### src/common/fprint_pkg.sv
package fprint_pkg;

	// **********************************************************************
	// widths and sizes
	// **********************************************************************
	localparam int TASK_W    = 4;
	localparam int CORE_W    = 4;
	localparam int FPRINT_W  = 32;
	localparam int NUM_TASKS = 16;
	localparam int NUM_PAIRS = NUM_TASKS / 2;
	localparam int PAIR_W    = TASK_W - 1;

	localparam int DIR_DEPTH = 8;                        // also producer start credits
	localparam int DIR_AW    = $clog2(DIR_DEPTH);

	localparam int CMP_CREDITS = 2;                      // comparator input queue
	localparam int CMP_QW      = $clog2(CMP_CREDITS);
	localparam int CMP_CNT_W   = $clog2(CMP_CREDITS + 1);

	// core bus offsets, address bits [3:0]
	localparam logic [3:0] OFS_STATUS  = 4'd0;         // bit 4 set = checkout
	localparam logic [3:0] OFS_FPRINT  = 4'd1;
	localparam logic [3:0] OFS_PAUSE   = 4'd2;
	localparam logic [3:0] OFS_UNPAUSE = 4'd3;

	// csr offset, data [7:4] table entry, [3:0] core
	localparam logic [5:0] OFS_CORE_ASSIGN = 6'd6;

	typedef logic [TASK_W-1:0]    task_id_t;
	typedef logic [CORE_W-1:0]    core_id_t;
	typedef logic [FPRINT_W-1:0]  fprint_t;
	typedef logic [NUM_TASKS-1:0] task_mask_t;

	// one fingerprint in flight between blocks
	typedef struct packed {
		logic     valid;
		task_id_t task_id;
		fprint_t  fprint;
	} fprint_entry_t;

	typedef struct packed {
		logic     valid;
		task_id_t pair_base;                             // even task of the pair
		logic     mismatch;
	} compare_result_t;

	typedef enum logic [1:0] {ST_IDLE, ST_STORE, ST_HOLD} state_reg_state_t;

	typedef enum logic [1:0] {CMP_IDLE, CMP_LOOKUP, CMP_DECIDE} cmp_state_t;

endpackage

### src/task_state/task_state_regs.sv
`timescale 1ns/1ps

module task_state_regs (
	input  logic                        clk,
	input  logic                        reset,
	input  logic                        core_write,
	input  logic [7:0]                  core_addr,
	input  fprint_pkg::fprint_t         core_wdata,
	input  logic                        csr_write,
	input  logic [5:0]                  csr_addr,
	input  logic [7:0]                  csr_wdata,
	input  logic                        dir_credit,
	input  fprint_pkg::task_mask_t      clear_ready,
	output logic                        waitrequest,
	output fprint_pkg::task_mask_t      checkout,
	output fprint_pkg::task_mask_t      checkin,
	output fprint_pkg::task_mask_t      pause,
	output fprint_pkg::task_mask_t      fprints_ready,
	output fprint_pkg::fprint_entry_t   push
);

	import fprint_pkg::*;

	state_reg_state_t state;
	logic [7:0]       wr_addr;                 // accepted write, held for classification
	fprint_t          wr_data;
	core_id_t         core_table [NUM_TASKS];
	fprint_entry_t    pend;                    // fingerprint waiting for a credit
	logic [DIR_AW:0]  credits;

	logic     accept;
	logic     in_store;
	core_id_t wr_core;
	task_id_t wr_task;
	logic     owner;
	logic     status_sel;
	logic     pause_sel;
	logic     unpause_sel;
	logic     fprint_sel;
	logic     elig_found;
	task_id_t elig_task;
	logic     push_fire;

	assign waitrequest = (state != ST_IDLE) | pend.valid;
	assign accept      = core_write & ~waitrequest;

	// **********************************************************************
	// write classification, valid in ST_STORE
	// **********************************************************************
	assign in_store = (state == ST_STORE);
	assign wr_core  = wr_addr[7:4];
	assign wr_task  = wr_data[TASK_W-1:0];
	assign owner    = (core_table[wr_task] == wr_core);

	assign status_sel  = in_store & (wr_addr[3:0] == OFS_STATUS) & owner;
	assign pause_sel   = in_store & (wr_addr[3:0] == OFS_PAUSE) & owner;
	assign unpause_sel = in_store & (wr_addr[3:0] == OFS_UNPAUSE) & owner;
	assign fprint_sel  = in_store & (wr_addr[3:0] == OFS_FPRINT) & elig_found;

	// lowest task owned by the writer that is running
	always_comb begin
		elig_found = 1'b0;
		elig_task  = '0;
		for (int i = NUM_TASKS - 1; i >= 0; i--) begin
			if (core_table[i] == wr_core && checkout[i] && !pause[i] && !checkin[i]) begin
				elig_found = 1'b1;
				elig_task  = task_id_t'(i);
			end
		end
	end

	always_ff @(posedge clk or posedge reset) begin
		if (reset) begin
			state <= ST_IDLE;
		end else begin
			case (state)
				ST_IDLE:  if (accept) state <= ST_STORE;
				ST_STORE: state <= ST_HOLD;
				ST_HOLD:  state <= ST_IDLE;
				default:  state <= ST_IDLE;
			endcase
		end
	end

	always_ff @(posedge clk) begin
		if (accept) begin
			wr_addr <= core_addr;
			wr_data <= core_wdata;
		end
	end

	// core table, written from the csr port in one cycle
	always_ff @(posedge clk or posedge reset) begin
		if (reset) begin
			for (int i = 0; i < NUM_TASKS; i++) core_table[i] <= '0;
		end else if (csr_write && csr_addr == OFS_CORE_ASSIGN) begin
			core_table[csr_wdata[7:4]] <= csr_wdata[3:0];
		end
	end

	// **********************************************************************
	// state bits, updated on the edge that leaves ST_STORE
	// **********************************************************************
	always_ff @(posedge clk or posedge reset) begin
		if (reset) begin
			checkout      <= '0;
			checkin       <= '0;
			pause         <= '0;
			fprints_ready <= '0;
		end else begin
			if (status_sel && wr_data[TASK_W]) checkout[wr_task] <= 1'b1;
			if (status_sel && !wr_data[TASK_W]) begin
				checkin[wr_task]  <= 1'b1;
				checkout[wr_task] <= 1'b0;
			end
			if (pause_sel) pause[wr_task] <= 1'b1;
			if (unpause_sel) pause[wr_task] <= 1'b0;
			fprints_ready <= fprints_ready & ~clear_ready;
			if (fprint_sel) fprints_ready[elig_task] <= 1'b1;   // set wins over clear
		end
	end

	// push only under credit
	always_comb begin
		push       = pend;
		push.valid = pend.valid & (credits != '0);
	end
	assign push_fire = push.valid;

	always_ff @(posedge clk or posedge reset) begin
		if (reset) begin
			pend    <= '0;
			credits <= (DIR_AW + 1)'(DIR_DEPTH);
		end else begin
			if (push_fire) pend.valid <= 1'b0;
			if (fprint_sel) begin
				pend.valid   <= 1'b1;
				pend.task_id <= elig_task;
				pend.fprint  <= wr_data;
			end
			case ({push_fire, dir_credit})
				2'b10:   credits <= credits - 1'b1;
				2'b01:   credits <= credits + 1'b1;
				default: credits <= credits;
			endcase
		end
	end

endmodule

### src/fprint_directory/fprint_directory.sv
`timescale 1ns/1ps

module fprint_directory (
	input  logic                        clk,
	input  logic                        reset,
	input  fprint_pkg::fprint_entry_t   push,
	input  logic                        cmp_credit,
	output logic                        dir_credit,
	output fprint_pkg::fprint_entry_t   cmp_entry,
	output logic [3:0]                  occupancy
);

	import fprint_pkg::*;

	// **********************************************************************
	// circular buffer of accepted fingerprints
	// **********************************************************************
	fprint_entry_t        mem [DIR_DEPTH];
	logic [DIR_AW-1:0]    head;                       // next entry to leave
	logic [DIR_AW-1:0]    tail;                       // next free slot
	logic [DIR_AW:0]      count;
	logic [CMP_CNT_W-1:0] cmp_cred;                   // room left in comparator queue

	logic pop;

	assign pop       = (count != '0) & (cmp_cred != '0);
	assign occupancy = count;

	// entry storage
	always_ff @(posedge clk) begin
		if (push.valid) mem[tail] <= push;
	end

	always_ff @(posedge clk or posedge reset) begin
		if (reset) begin
			head <= '0;
			tail <= '0;
		end else begin
			if (push.valid) tail <= tail + 1'b1;   // wraps at the power-of-two depth
			if (pop) head <= head + 1'b1;
		end
	end

	always_ff @(posedge clk or posedge reset) begin
		if (reset) begin
			count <= '0;
		end else begin
			case ({push.valid, pop})
				2'b10:   count <= count + 1'b1;
				2'b01:   count <= count - 1'b1;
				default: count <= count;
			endcase
		end
	end

	// credits toward the comparator
	always_ff @(posedge clk or posedge reset) begin
		if (reset) begin
			cmp_cred <= CMP_CNT_W'(CMP_CREDITS);
		end else begin
			case ({pop, cmp_credit})
				2'b10:   cmp_cred <= cmp_cred - 1'b1;
				2'b01:   cmp_cred <= cmp_cred + 1'b1;
				default: cmp_cred <= cmp_cred;
			endcase
		end
	end

	// **********************************************************************
	// output register and producer credit return
	// **********************************************************************
	always_ff @(posedge clk or posedge reset) begin
		if (reset) begin
			cmp_entry  <= '0;
			dir_credit <= 1'b0;
		end else begin
			dir_credit      <= pop;               // one credit per entry sent on
			cmp_entry.valid <= pop;
			if (pop) begin
				cmp_entry.task_id <= mem[head].task_id;
				cmp_entry.fprint  <= mem[head].fprint;
			end
		end
	end

endmodule

### src/hdl/fprint_comparator.sv
`timescale 1ns/1ps

module fprint_comparator (
	input  logic                          clk,
	input  logic                          reset,
	input  fprint_pkg::fprint_entry_t     cmp_entry,
	output logic                          cmp_credit,
	output fprint_pkg::task_mask_t        clear_ready,
	output fprint_pkg::compare_result_t   result
);

	import fprint_pkg::*;

	// input queue, sized by the credits handed to the directory
	fprint_entry_t        q_mem [CMP_CREDITS];
	logic [CMP_QW-1:0]    q_wr;
	logic [CMP_QW-1:0]    q_rd;
	logic [CMP_CNT_W-1:0] q_cnt;

	cmp_state_t state;
	task_id_t   cur_task;
	fprint_t    cur_fprint;

	// one slot per task pair
	logic [NUM_PAIRS-1:0] slot_valid;
	logic [NUM_PAIRS-1:0] slot_odd;               // which task of the pair is stored
	fprint_t              slot_fprint [NUM_PAIRS];

	logic    lk_valid;
	logic    lk_odd;
	fprint_t lk_fprint;

	logic              deq;
	logic [PAIR_W-1:0] pair;
	logic              partner_hit;

	assign deq  = (q_cnt != '0) & ((state == CMP_IDLE) | (state == CMP_DECIDE));
	assign pair = cur_task[TASK_W-1:1];
	assign partner_hit = lk_valid & (lk_odd != cur_task[0]);

	// **********************************************************************
	// payload: queue storage, current entry, slot lookup
	// **********************************************************************
	always_ff @(posedge clk) begin
		if (cmp_entry.valid) q_mem[q_wr] <= cmp_entry;
		if (deq) begin
			cur_task   <= q_mem[q_rd].task_id;
			cur_fprint <= q_mem[q_rd].fprint;
		end
		if (state == CMP_LOOKUP) begin
			lk_valid  <= slot_valid[pair];
			lk_odd    <= slot_odd[pair];
			lk_fprint <= slot_fprint[pair];
		end
		if (state == CMP_DECIDE && !partner_hit) begin
			slot_odd[pair]    <= cur_task[0];   // newer fingerprint replaces older
			slot_fprint[pair] <= cur_fprint;
		end
	end

	always_ff @(posedge clk or posedge reset) begin
		if (reset) begin
			q_wr  <= '0;
			q_rd  <= '0;
			q_cnt <= '0;
		end else begin
			if (cmp_entry.valid) q_wr <= q_wr + 1'b1;
			if (deq) q_rd <= q_rd + 1'b1;
			case ({cmp_entry.valid, deq})
				2'b10:   q_cnt <= q_cnt + 1'b1;
				2'b01:   q_cnt <= q_cnt - 1'b1;
				default: q_cnt <= q_cnt;
			endcase
		end
	end

	// **********************************************************************
	// compare machine, lookup then decide
	// **********************************************************************
	always_ff @(posedge clk or posedge reset) begin
		if (reset) begin
			state       <= CMP_IDLE;
			slot_valid  <= '0;
			cmp_credit  <= 1'b0;
			clear_ready <= '0;
			result      <= '0;
		end else begin
			cmp_credit  <= deq;
			clear_ready <= '0;
			result      <= '0;
			case (state)
				CMP_IDLE:   if (deq) state <= CMP_LOOKUP;
				CMP_LOOKUP: state <= CMP_DECIDE;
				CMP_DECIDE: begin
					if (partner_hit) begin
						result.valid     <= 1'b1;
						result.pair_base <= {pair, 1'b0};
						result.mismatch  <= (lk_fprint != cur_fprint);
						clear_ready      <= task_mask_t'(2'b11) << {pair, 1'b0};
						slot_valid[pair] <= 1'b0;
					end else begin
						slot_valid[pair] <= 1'b1;
					end
					state <= deq ? CMP_LOOKUP : CMP_IDLE;   // back to back when queued
				end
				default: state <= CMP_IDLE;
			endcase
		end
	end

endmodule

### src/hdl/fprint_unit_top.sv
`timescale 1ns/1ps

module fprint_unit_top (
	input  logic                          clk,
	input  logic                          reset,
	// core bus
	input  logic                          core_write,
	input  logic [7:0]                    core_addr,
	input  fprint_pkg::fprint_t           core_wdata,
	output logic                          waitrequest,
	// csr port
	input  logic                          csr_write,
	input  logic [5:0]                    csr_addr,
	input  logic [7:0]                    csr_wdata,
	// status and results
	output fprint_pkg::task_mask_t        checkout,
	output fprint_pkg::task_mask_t        checkin,
	output fprint_pkg::task_mask_t        pause,
	output fprint_pkg::task_mask_t        fprints_ready,
	output logic [3:0]                    occupancy,
	output fprint_pkg::compare_result_t   result
);

	import fprint_pkg::*;

	fprint_entry_t push;          // producer to directory
	logic          dir_credit;
	fprint_entry_t cmp_entry;     // directory to comparator
	logic          cmp_credit;
	task_mask_t    clear_ready;   // finished pairs

	task_state_regs i_task_state_regs (
		.clk           (clk),
		.reset         (reset),
		.core_write    (core_write),
		.core_addr     (core_addr),
		.core_wdata    (core_wdata),
		.csr_write     (csr_write),
		.csr_addr      (csr_addr),
		.csr_wdata     (csr_wdata),
		.dir_credit    (dir_credit),
		.clear_ready   (clear_ready),
		.waitrequest   (waitrequest),
		.checkout      (checkout),
		.checkin       (checkin),
		.pause         (pause),
		.fprints_ready (fprints_ready),
		.push          (push)
	);

	fprint_directory i_fprint_directory (
		.clk        (clk),
		.reset      (reset),
		.push       (push),
		.cmp_credit (cmp_credit),
		.dir_credit (dir_credit),
		.cmp_entry  (cmp_entry),
		.occupancy  (occupancy)
	);

	fprint_comparator i_fprint_comparator (
		.clk         (clk),
		.reset       (reset),
		.cmp_entry   (cmp_entry),
		.cmp_credit  (cmp_credit),
		.clear_ready (clear_ready),
		.result      (result)
	);

endmodule

### config.mk
export PLATFORM = sky130hd
export DESIGN_NAME = fprint_unit_top
export DESIGN_NICKNAME = d
export VERILOG_FILES = /design/src/common/fprint_pkg.sv /design/src/task_state/task_state_regs.sv /design/src/fprint_directory/fprint_directory.sv /design/src/hdl/fprint_comparator.sv /design/src/hdl/fprint_unit_top.sv
export SDC_FILE = /design/constraint.sdc
export NUM_CORES = 1
export LEC_CHECK = 0
export ABC_AREA = 1
export BUFFER_PORTS_ARGS = -buffer_cell sky130_fd_sc_hd__buf_2
export CORE_MARGIN = 2
export CORE_UTILIZATION = 45
export CTS_BUF_LIST = sky130_fd_sc_hd__clkbuf_2
export DETAILED_ROUTE_END_ITERATION = 8
export GPL_TIMING_DRIVEN = 0
export PLACE_DENSITY = 0.67
export SETUP_SLACK_MARGIN = 0.02
export SLEW_MARGIN = 40
export SYNTH_ARGS = -nofsm -noshare
export SYNTH_HDL_FRONTEND = slang
export SYNTH_SLANG_ARGS = --single-unit
### constraint.sdc
create_clock -name clk -period 11.2 [get_ports clk]
set_clock_uncertainty 0.1 [all_clocks]
set_input_delay 2.8 -clock clk [delete_from_list [all_inputs] [get_ports clk]]
set_output_delay 2.8 -clock clk [all_outputs]
set_load 0.01 [all_outputs]
==> results of run 1 <==
## power breakdown
group | switching [mW] | total (mW) | leakage (nW) | internal, mW
logic | 0.0940 | 0.135 | 5.16 | 0.0409
registers | 0.0121 | 3.90 | 9.53 | 3.89
clock network | 1.43 | 2.41 | 1.73 | 0.982
## critical path, stage by stage, from the launching register on
cell and delay (ps):
dfrtp_1 400, nor2_1 100, nand2_1 140, buf_2 180
## sequential cells by signal (all words and copies together) (netlist names), 4 cells and up, named ones only
name and cells:
i_fprint_comparator.clear_ready 8, i_fprint_comparator.cur_fprint 32, i_fprint_comparator.cur_task 4, i_fprint_comparator.lk_fprint 32
i_fprint_comparator.q_mem 72, i_fprint_comparator.result 5, i_fprint_comparator.slot_fprint 256, i_fprint_comparator.slot_odd 8
i_fprint_directory.cmp_entry 36, i_fprint_directory.mem 288, i_fprint_directory.occupancy 4, i_task_state_regs.checkin 16
i_task_state_regs.core_table 64, i_task_state_regs.credits 4, i_task_state_regs.fprints_ready 16, i_task_state_regs.push 36
i_task_state_regs.wr_addr 8, i_task_state_regs.wr_data 32
## layer usage
metal / track usage (%) / vias to the layer above
met5: 0 / -
met4: 8.93 / 0
met3: 5.21 / 208
met2: 35.6 / 1059
met1: 28.9 / 12300
li1: - / 11600
## worst paths after layout
path	start	end	slack [ps]
max in group asynchronous	reset	i_fprint_comparator.state[0]$_DFFE_PP0P_	8500
min reg2reg	i_fprint_directory.cmp_entry[30]$_DFFE_PP0P_	i_fprint_comparator.q_mem[1][30]$_DFFE_PP_	300
max reg2reg	i_fprint_comparator.cur_task[1]$_DFFE_PP_	i_fprint_comparator.slot_fprint[7][13]$_DFFE_PP_	7800
min in group asynchronous	reset	i_fprint_comparator.result[2]$_DFF_PP0_	1180
min	i_fprint_directory.cmp_entry[30]$_DFFE_PP0P_	i_fprint_comparator.q_mem[1][30]$_DFFE_PP_	300
max	i_task_state_regs.state[1]$_DFFE_PP0P_	waitrequest	6060
## cells in the final DEF (no fill, tap or decap), types with 11 or more instances in the layout
cell and instances:
mux2_2 36, o21bai_1 20, and2_1 16, dfrtp_1 246, nor2_4 20, buf_16 23
buf_2 146, a211oi_1 14, clkinv_1 48, inv_1 156, nand2_1 561, nand3_1 62
mux2i_1 62, xor2_1 34, edfxtp_1 734, nor2_1 228, a31oi_1 33, clkbuf_1 87
o22ai_1 20, xnor2_1 51, o221ai_1 57, buf_8 22, o21ai_0 189, a22oi_1 86
clkbuf_2 373, nor4_1 11, a21oi_1 18, nand4_1 73
## cell families after synthesis
group / share of synthesized area [%]
buffers and inverters: 3.14
adder cells (fa/ha/maj): 0.428
XOR/XNOR: 1.93
flip-flops: 73.1
AO/OA/AOI/OAI: 7.79
AND/OR/NAND/NOR: 10.9
multiplexers: 2.66
other: 0.00971
## final cells by class
| class | count | area, µm² |
|---|---|---|
| fill | 7346 | 41000 |
| sequential | 982 | 28200 |
| multi-input combinational | 1666 | 9330 |
| clock buffer | 366 | 1830 |
| timing repair buffer | 177 | 1640 |
| tap | 1144 | 1430 |
| inverter | 166 | 631 |
| buffer | 132 | 602 |
| clock inverter | 70 | 455 |
| antenna | 3 | 7.51 |
==> metrics.txt, run 1 <==
# TYPE chip_impl_metric gauge
chip_impl_metric{name="depth_of_the_most_critical_reg_to_reg_path",unit=""} 8
chip_impl_metric{name="dpl_worst_slack",unit="ps"} 6410
chip_impl_info{name="dominantRegCellSynth",value="edfxtp_1"} 1
chip_impl_metric{name="postCtsSetupRepairBufs",unit=""} 0
chip_impl_info{name="endpoint_class_of_the_critical_path",value="primary output"} 1
chip_impl_metric{name="drive_above_1_share",unit="%"} 19.4
chip_impl_metric{name="yosysWarnings",unit=""} 0
chip_impl_metric{name="yosys_register_bits",unit=""} 982
chip_impl_metric{name="synth_sequential_area_ratio",unit="%"} 73.1
chip_impl_info{name="yosys-top-cells-count",value="edfxtp_1, nand2_1, nor2_1, dfrtp_1, o21ai_0"} 1
chip_impl_metric{name="gr-usage-all-layers",unit="%"} 22.1
chip_impl_metric{name="ctsHoldBuffers",unit=""} 0
chip_impl_info{name="most_area_consuming_cells_after_synthesis",value="edfxtp_1, dfrtp_1, nand2_1"} 1
chip_impl_info{name="cts_root_buf",value="clkbuf_2"} 1
chip_impl_metric{name="postSynthNetCount",unit=""} 3016
chip_impl_metric{name="placement_rows",unit=""} 107
chip_impl_metric{name="timing.final.crit_period",unit="ps"} 5140
chip_impl_metric{name="dieArea",unit="µm²"} 88200
chip_impl_metric{name="antenna_left",unit=""} 0
chip_impl_info{name="synth_top_cell_by_area",value="edfxtp_1"} 1
chip_impl_metric{name="synth-async-reset-ratio",unit="%"} 25.3
chip_impl_metric{name="max_clock_freq",unit="MHz"} 195
chip_impl_metric{name="report.power.total",unit="mW"} 6.45
chip_impl_metric{name="number_of_flops_mapped_to_enable_cells_by_yosys",unit=""} 734
chip_impl_metric{name="layout.nets",unit=""} 3430
chip_impl_metric{name="tns",unit="ps"} 0
chip_impl_metric{name="ios",unit=""} 133
chip_impl_info{name="run_status",value="finished, final reports clean"} 1
chip_impl_metric{name="finalWeightedCongestion",unit=""} 0.895
chip_impl_info{name="timing.hold.worst.class",value="reg -> reg"} 1
chip_impl_metric{name="pin_count_of_the_biggest_net_entering_global_routing",unit=""} 65
chip_impl_metric{name="first_global_vias",unit=""} 25100
chip_impl_metric{name="met1_length",unit="mm"} 39.9
chip_impl_info{name="grt_setup_unrepaired",value="false"} 1
chip_impl_metric{name="slew_violations",unit=""} 0
chip_impl_metric{name="numClockSinks",unit=""} 982
chip_impl_metric{name="tritoncts.num_buffers",unit=""} 235
chip_impl_metric{name="power.density_cell_area",unit="nW/µm²"} 146
chip_impl_metric{name="cts.path.max_buffers",unit=""} 3
chip_impl_metric{name="yosysUniqueCellTypes",unit=""} 57
chip_impl_metric{name="post-route-cell-area",unit="µm²"} 44200
chip_impl_metric{name="synthCells",unit=""} 2946
chip_impl_metric{name="remaining_drc_errors",unit=""} 0
chip_impl_metric{name="met3_wire_len",unit="mm"} 7.70
chip_impl_metric{name="setup_slack",unit="ps"} 6060
chip_impl_info{name="startpoint_type",value="flip-flop"} 1
chip_impl_metric{name="finalCritPeriodShare",unit="%"} 45.9
chip_impl_info{name="route.top_layer_used",value="met4"} 1
chip_impl_metric{name="relSlewSlack",unit="%"} 40.5
chip_impl_metric{name="total_instance_count_after_detailed_placement",unit=""} 4267
chip_impl_metric{name="firstDrtPassIters",unit=""} 5
chip_impl_metric{name="hold_slack",unit="ps"} 296
chip_impl_metric{name="dr_total_vias",unit=""} 25200
chip_impl_metric{name="routed_wirelength",unit="mm"} 96.9
chip_impl_metric{name="clkLatencyLatePin",unit="ps"} 1510
chip_impl_metric{name="vias_per_cell",unit=""} 5.35
chip_impl_metric{name="initialDrtViolationCount",unit=""} 2262
chip_impl_metric{name="placement.cell_area",unit="µm²"} 41900
chip_impl_metric{name="final_cell_count_no_fill",unit=""} 4706
chip_impl_metric{name="hpwlAfterDp",unit="mm"} 65.5
chip_impl_metric{name="ctsHtreeMaxLevel",unit=""} 4
chip_impl_metric{name="mappedNetlistArea",unit="µm²"} 38600
chip_impl_metric{name="clkSlewWorstSetupHoldPaths",unit="ps"} 110
chip_impl_metric{name="postLayoutCoreUtil",unit="%"} 51.9
chip_impl_metric{name="setup_viol",unit=""} 0
chip_impl_info{name="yosys.cell_count.top_type",value="edfxtp_1"} 1
chip_impl_metric{name="die_width",unit="µm"} 297
chip_impl_metric{name="post_synthesis_to_final_layout_area_growth",unit="%"} 14.4
chip_impl_metric{name="max_slew.worst_pin.slew",unit="ps"} 892
chip_impl_metric{name="vertical_die_dimension",unit="µm"} 297
chip_impl_metric{name="maxCapViolations",unit=""} 0
chip_impl_metric{name="initial_antenna_violation_count",unit=""} 4
chip_impl_metric{name="port-buffer-count",unit=""} 131
chip_impl_metric{name="critPathArrivalTime",unit="ps"} 2240
chip_impl_metric{name="p_leak",unit="nW"} 16.4
chip_impl_metric{name="avg_cell_area_syn",unit="µm²"} 13.1
chip_impl_info{name="tritoncts",value="built"} 1
chip_impl_metric{name="peakVddDrop",unit="µV"} 81.3
chip_impl_metric{name="wl_per_cell",unit="µm"} 20.6
chip_impl_metric{name="first_pass_grt_wire_length",unit="mm"} 148
chip_impl_metric{name="post-synth-top-area-fraction",unit="%"} 57.1
chip_impl_metric{name="core_area",unit="µm²"} 85100
chip_impl_metric{name="hold-path-cell-count",unit=""} 0
chip_impl_info{name="timing_worst_setup_path_type",value="reg -> out"} 1
chip_impl_metric{name="routed_length_on_met2",unit="mm"} 46.4
chip_impl_metric{name="critical_path_required",unit="ps"} 8300
chip_impl_metric{name="grt-ovfl-total",unit=""} 0
chip_impl_metric{name="hold_viol",unit=""} 0
chip_impl_metric{name="effective_utilization_at_floorplan",unit="%"} 45.4
chip_impl_metric{name="crit_fanout",unit=""} 3
chip_impl_metric{name="cts_repair_resize_count",unit=""} 0
Note: power is estimated with default switching activity, not from simulation.
==> run 2, diff against run 1 <==
Settings changed: PLACE_DENSITY 0.67 to 0.69.
Clock period 11.2 ns to 4.32 ns, I/O delays scaled along.
==> run 2 against run 1 <==
  * Sequential cell count unchanged
  * Clock-buffer cell count down 10
  * Setup slack worse by 5200 ps
  * Power rose to 2.6 times the previous value
  * Final cell count up 1.4%
  * Combinational power rose to 3.0 times the previous value
  * Global-route usage about the same
  * Critical path type unchanged
  * Highest routed layer unchanged
==> metrics.txt, run 2 (same netlist as run 1, synthesis figures left out) <==
# TYPE chip_impl_metric gauge
chip_impl_metric{name="power.density_cell_area",unit="nW/µm²"} 372
chip_impl_metric{name="port-buffer-count",unit=""} 131
chip_impl_metric{name="power_frac_clock",unit="%"} 37.2
chip_impl_metric{name="wl_per_cell",unit="µm"} 20.3
chip_impl_info{name="commonest_cells_after_routing_fill_and_taps_aside",value="edfxtp_1, nand2_1, clkbuf_2"} 1
chip_impl_metric{name="placement_rows",unit=""} 107
chip_impl_metric{name="max_slew.worst_pin.slew",unit="ps"} 919
chip_impl_metric{name="multi_input_comb_area",unit="µm²"} 9330
chip_impl_info{name="cts_root_buf",value="clkbuf_2"} 1
chip_impl_metric{name="remaining_drc_errors",unit=""} 0
chip_impl_metric{name="dieArea",unit="µm²"} 88200
chip_impl_metric{name="effective_utilization_at_floorplan",unit="%"} 45.4
chip_impl_metric{name="dr_total_vias",unit=""} 25500
chip_impl_metric{name="postCtsSetupRepairBufs",unit=""} 0
chip_impl_info{name="startpoint_type",value="flip-flop"} 1
chip_impl_metric{name="grt-ovfl-total",unit=""} 0
chip_impl_metric{name="relSlewSlack",unit="%"} 38.7
chip_impl_metric{name="finalWeightedCongestion",unit=""} 0.899
chip_impl_metric{name="first_global_vias",unit=""} 25600
chip_impl_metric{name="max_clock_freq",unit="MHz"} 289
chip_impl_metric{name="tns",unit="ps"} 0
chip_impl_info{name="timing.hold.worst.class",value="in -> reg"} 1
chip_impl_info{name="critical-path-slowest-cell",value="dfrtp_1"} 1
chip_impl_metric{name="first_pass_grt_wire_length",unit="mm"} 148
chip_impl_metric{name="vertical_die_dimension",unit="µm"} 297
chip_impl_info{name="grt_setup_unrepaired",value="false"} 1
chip_impl_metric{name="dpl_worst_slack",unit="ps"} 1100
chip_impl_metric{name="critical-path-max-stage-delay",unit="ps"} 400
chip_impl_metric{name="crit_fanout",unit=""} 3
chip_impl_metric{name="hold-path-cell-count",unit=""} 2
chip_impl_metric{name="p_leak",unit="nW"} 16.7
chip_impl_metric{name="tritoncts.num_buffers",unit=""} 233
chip_impl_metric{name="vias_per_cell",unit=""} 5.35
chip_impl_metric{name="critical_path_required",unit="ps"} 3140
chip_impl_metric{name="ctsHtreeMaxLevel",unit=""} 4
chip_impl_metric{name="antenna_left",unit=""} 0
chip_impl_metric{name="cell_internal_pwr",unit="mW"} 12.7
chip_impl_info{name="commonest_non_fill_non_tap_cell_in_the_layout",value="edfxtp_1"} 1
chip_impl_metric{name="layout.nets",unit=""} 3501
chip_impl_metric{name="cts.path.max_buffers",unit=""} 3
chip_impl_metric{name="ios",unit=""} 133
chip_impl_metric{name="number_of_flip_flops_in_the_largest_register",unit=""} 288
chip_impl_metric{name="clkSlewWorstSetupHoldPaths",unit="ps"} 100
chip_impl_metric{name="clkLatencyLatePin",unit="ps"} 1520
chip_impl_metric{name="maxCapViolations",unit=""} 0
chip_impl_info{name="timing_worst_setup_path_type",value="reg -> out"} 1
chip_impl_metric{name="setup_viol",unit=""} 0
chip_impl_metric{name="hold_viol",unit=""} 0
chip_impl_metric{name="core_area",unit="µm²"} 85100
chip_impl_info{name="endpoint_class_of_the_critical_path",value="primary output"} 1
chip_impl_metric{name="pin_count_of_the_biggest_net_entering_global_routing",unit=""} 37
chip_impl_info{name="top_regs",value="i_fprint_directory.mem (288), i_fprint_comparator.slot_fprint (256), i_fprint_comparator.q_mem (72)"} 1
chip_impl_metric{name="routed_wirelength",unit="mm"} 96.8
chip_impl_info{name="run_status",value="finished, final reports clean"} 1
chip_impl_metric{name="switching_share",unit="%"} 23.9
chip_impl_metric{name="drive_above_1_share",unit="%"} 18.7
chip_impl_info{name="tritoncts",value="built"} 1
chip_impl_metric{name="switching_power",unit="mW"} 4.00
chip_impl_info{name="critical_path.reg2reg.startpoint",value="i_task_state_regs.wr_addr[4]$_DFFE_PP_"} 1
chip_impl_metric{name="final-seq-area",unit="µm²"} 28200
chip_impl_metric{name="r2r_setup_slack",unit="ps"} 1080
chip_impl_metric{name="seq_power_share",unit="%"} 60.4
chip_impl_info{name="ordered_cell_list_for_the_critical_path",value="nor2_1, nand2_1, buf_2"} 1
chip_impl_metric{name="hpwlAfterDp",unit="mm"} 65.8
chip_impl_metric{name="total_instance_count_after_detailed_placement",unit=""} 4272
chip_impl_metric{name="timing.final.crit_period",unit="ps"} 3450
chip_impl_info{name="worstHoldEndpoint",value="i_task_state_regs.wr_addr[2]$_DFFE_PP_"} 1
chip_impl_metric{name="depth_of_the_most_critical_reg_to_reg_path",unit=""} 11
chip_impl_metric{name="setup_slack",unit="ps"} 866
chip_impl_metric{name="critPathArrivalTime",unit="ps"} 2270
chip_impl_metric{name="numClockSinks",unit=""} 982
chip_impl_metric{name="final_cell_count_no_fill",unit=""} 4773
chip_impl_metric{name="final.fill_count",unit=""} 7243
chip_impl_metric{name="comb_power_share",unit="%"} 2.4
chip_impl_metric{name="gr-usage-all-layers",unit="%"} 22.0
chip_impl_metric{name="peakVddDrop",unit="µV"} 258
chip_impl_info{name="worstReg2RegEnd",value="i_task_state_regs.fprints_ready[15]$_DFF_PP0_"} 1
chip_impl_metric{name="firstDrtPassIters",unit=""} 6
chip_impl_metric{name="finalCritPeriodShare",unit="%"} 80.0
chip_impl_metric{name="slew_violations",unit=""} 0
chip_impl_metric{name="initialDrtViolationCount",unit=""} 2479
chip_impl_metric{name="post_synthesis_to_final_layout_area_growth",unit="%"} 16.6
chip_impl_metric{name="initial_antenna_violation_count",unit=""} 3
chip_impl_info{name="startpoint_of_the_lowest_slack_hold_path",value="core_addr[2]"} 1
chip_impl_metric{name="die_width",unit="µm"} 297
chip_impl_info{name="registers.top_by_ff_count",value="i_fprint_directory.mem"} 1
## run 2: cell types whose count changed in the layout (fill, tap and decap cells not counted), moves of 2 or more
cell / change
diode_2: -2
clkbuf_2: -14
buf_12: +5
clkinv_2: -4
buf_16: +9
clkinv_1: +10
clkinv_8: +3
clkbuf_1: +3
inv_6: -2
buf_8: -9
dlygate4sd3_1: +68
## run 2: power by group through the flow
| stage | logic, mW | registers [mW] | clock network (mW) |
|---|---|---|---|
| floorplan | 0.201 | 10.3 | 0 |
| global placement | 0.317 | 10.3 | 0 |
| detailed placement | 0.359 | 10.3 | 0 |
| CTS | 0.404 | 10.1 | 6.40 |
| global route | 0.445 | 10.1 | 6.90 |
| finish | 0.406 | 10.1 | 6.23 |
## run 2: worst max-delay path by stage
stage	endpoint	depth (start not counted)	from	slack (ps)
2_1_floorplan	async pin	1	reset	-120
3_3_place_gp	i_fprint_comparator.result[3]$_DFF_PP0_	2	reset	-2020
3_5_place_dp	i_fprint_comparator.slot_fprint[5][13]$_DFFE_PP_	7	i_fprint_comparator.cur_task[1]$_DFFE_PP_	1100
4_1_cts	waitrequest	3	i_task_state_regs.state[1]$_DFFE_PP0P_	660
5_1_grt	waitrequest	3	i_task_state_regs.state[1]$_DFFE_PP0P_	680
6_report	waitrequest	3	i_task_state_regs.state[1]$_DFFE_PP0P_	870
## run 2: area by class of cell
type | instances | area share, %
repair buffers | 250 | 5.62
clock buffers | 356 | 3.95
multi-input cells | 1666 | 20.7
diodes | 1 | 0.00555
well taps | 1144 | 3.18
clock inverters | 76 | 1.12
inverters | 166 | 1.39
plain buffers | 132 | 1.32
flip-flops and latches | 982 | 62.7
## run 2: what timing repair did
action | CTS | global route
resized for setup | 0 | 0
endpoints found under the hold margin | 207 | 0
hold buffers | 68 | 0
setup endpoints to repair | 0 | 0
## run 2: metrics by stage
stage	utilization, %	area [µm²]	hold slack (ps)	power (mW)
floorplan	-	38600	313	10.5
global placement	47.8	40700	333	10.6
detailed placement	49.4	42100	333	10.7
CTS	52.9	45000	1.21	16.9
global route	52.9	45100	79.9	17.5
finish	52.9	45100	179	16.8
## run 2: worst max-delay path, delay by kind of cell (launching register included)
family / cells / cell delay, ps
flops: 1 / 400
simple gates: 2 / 240
buf+inv: 1 / 180
## run 2: routing by layer
layer  GRT usage (%)  up-vias  part of all wire, %
li1                -    11800                    -
met3            4.70      220                  8.1
met5               0        -                    0
met1            28.2    12400                   40
met4            9.62        0                  3.5
met2            36.5     1139                   49
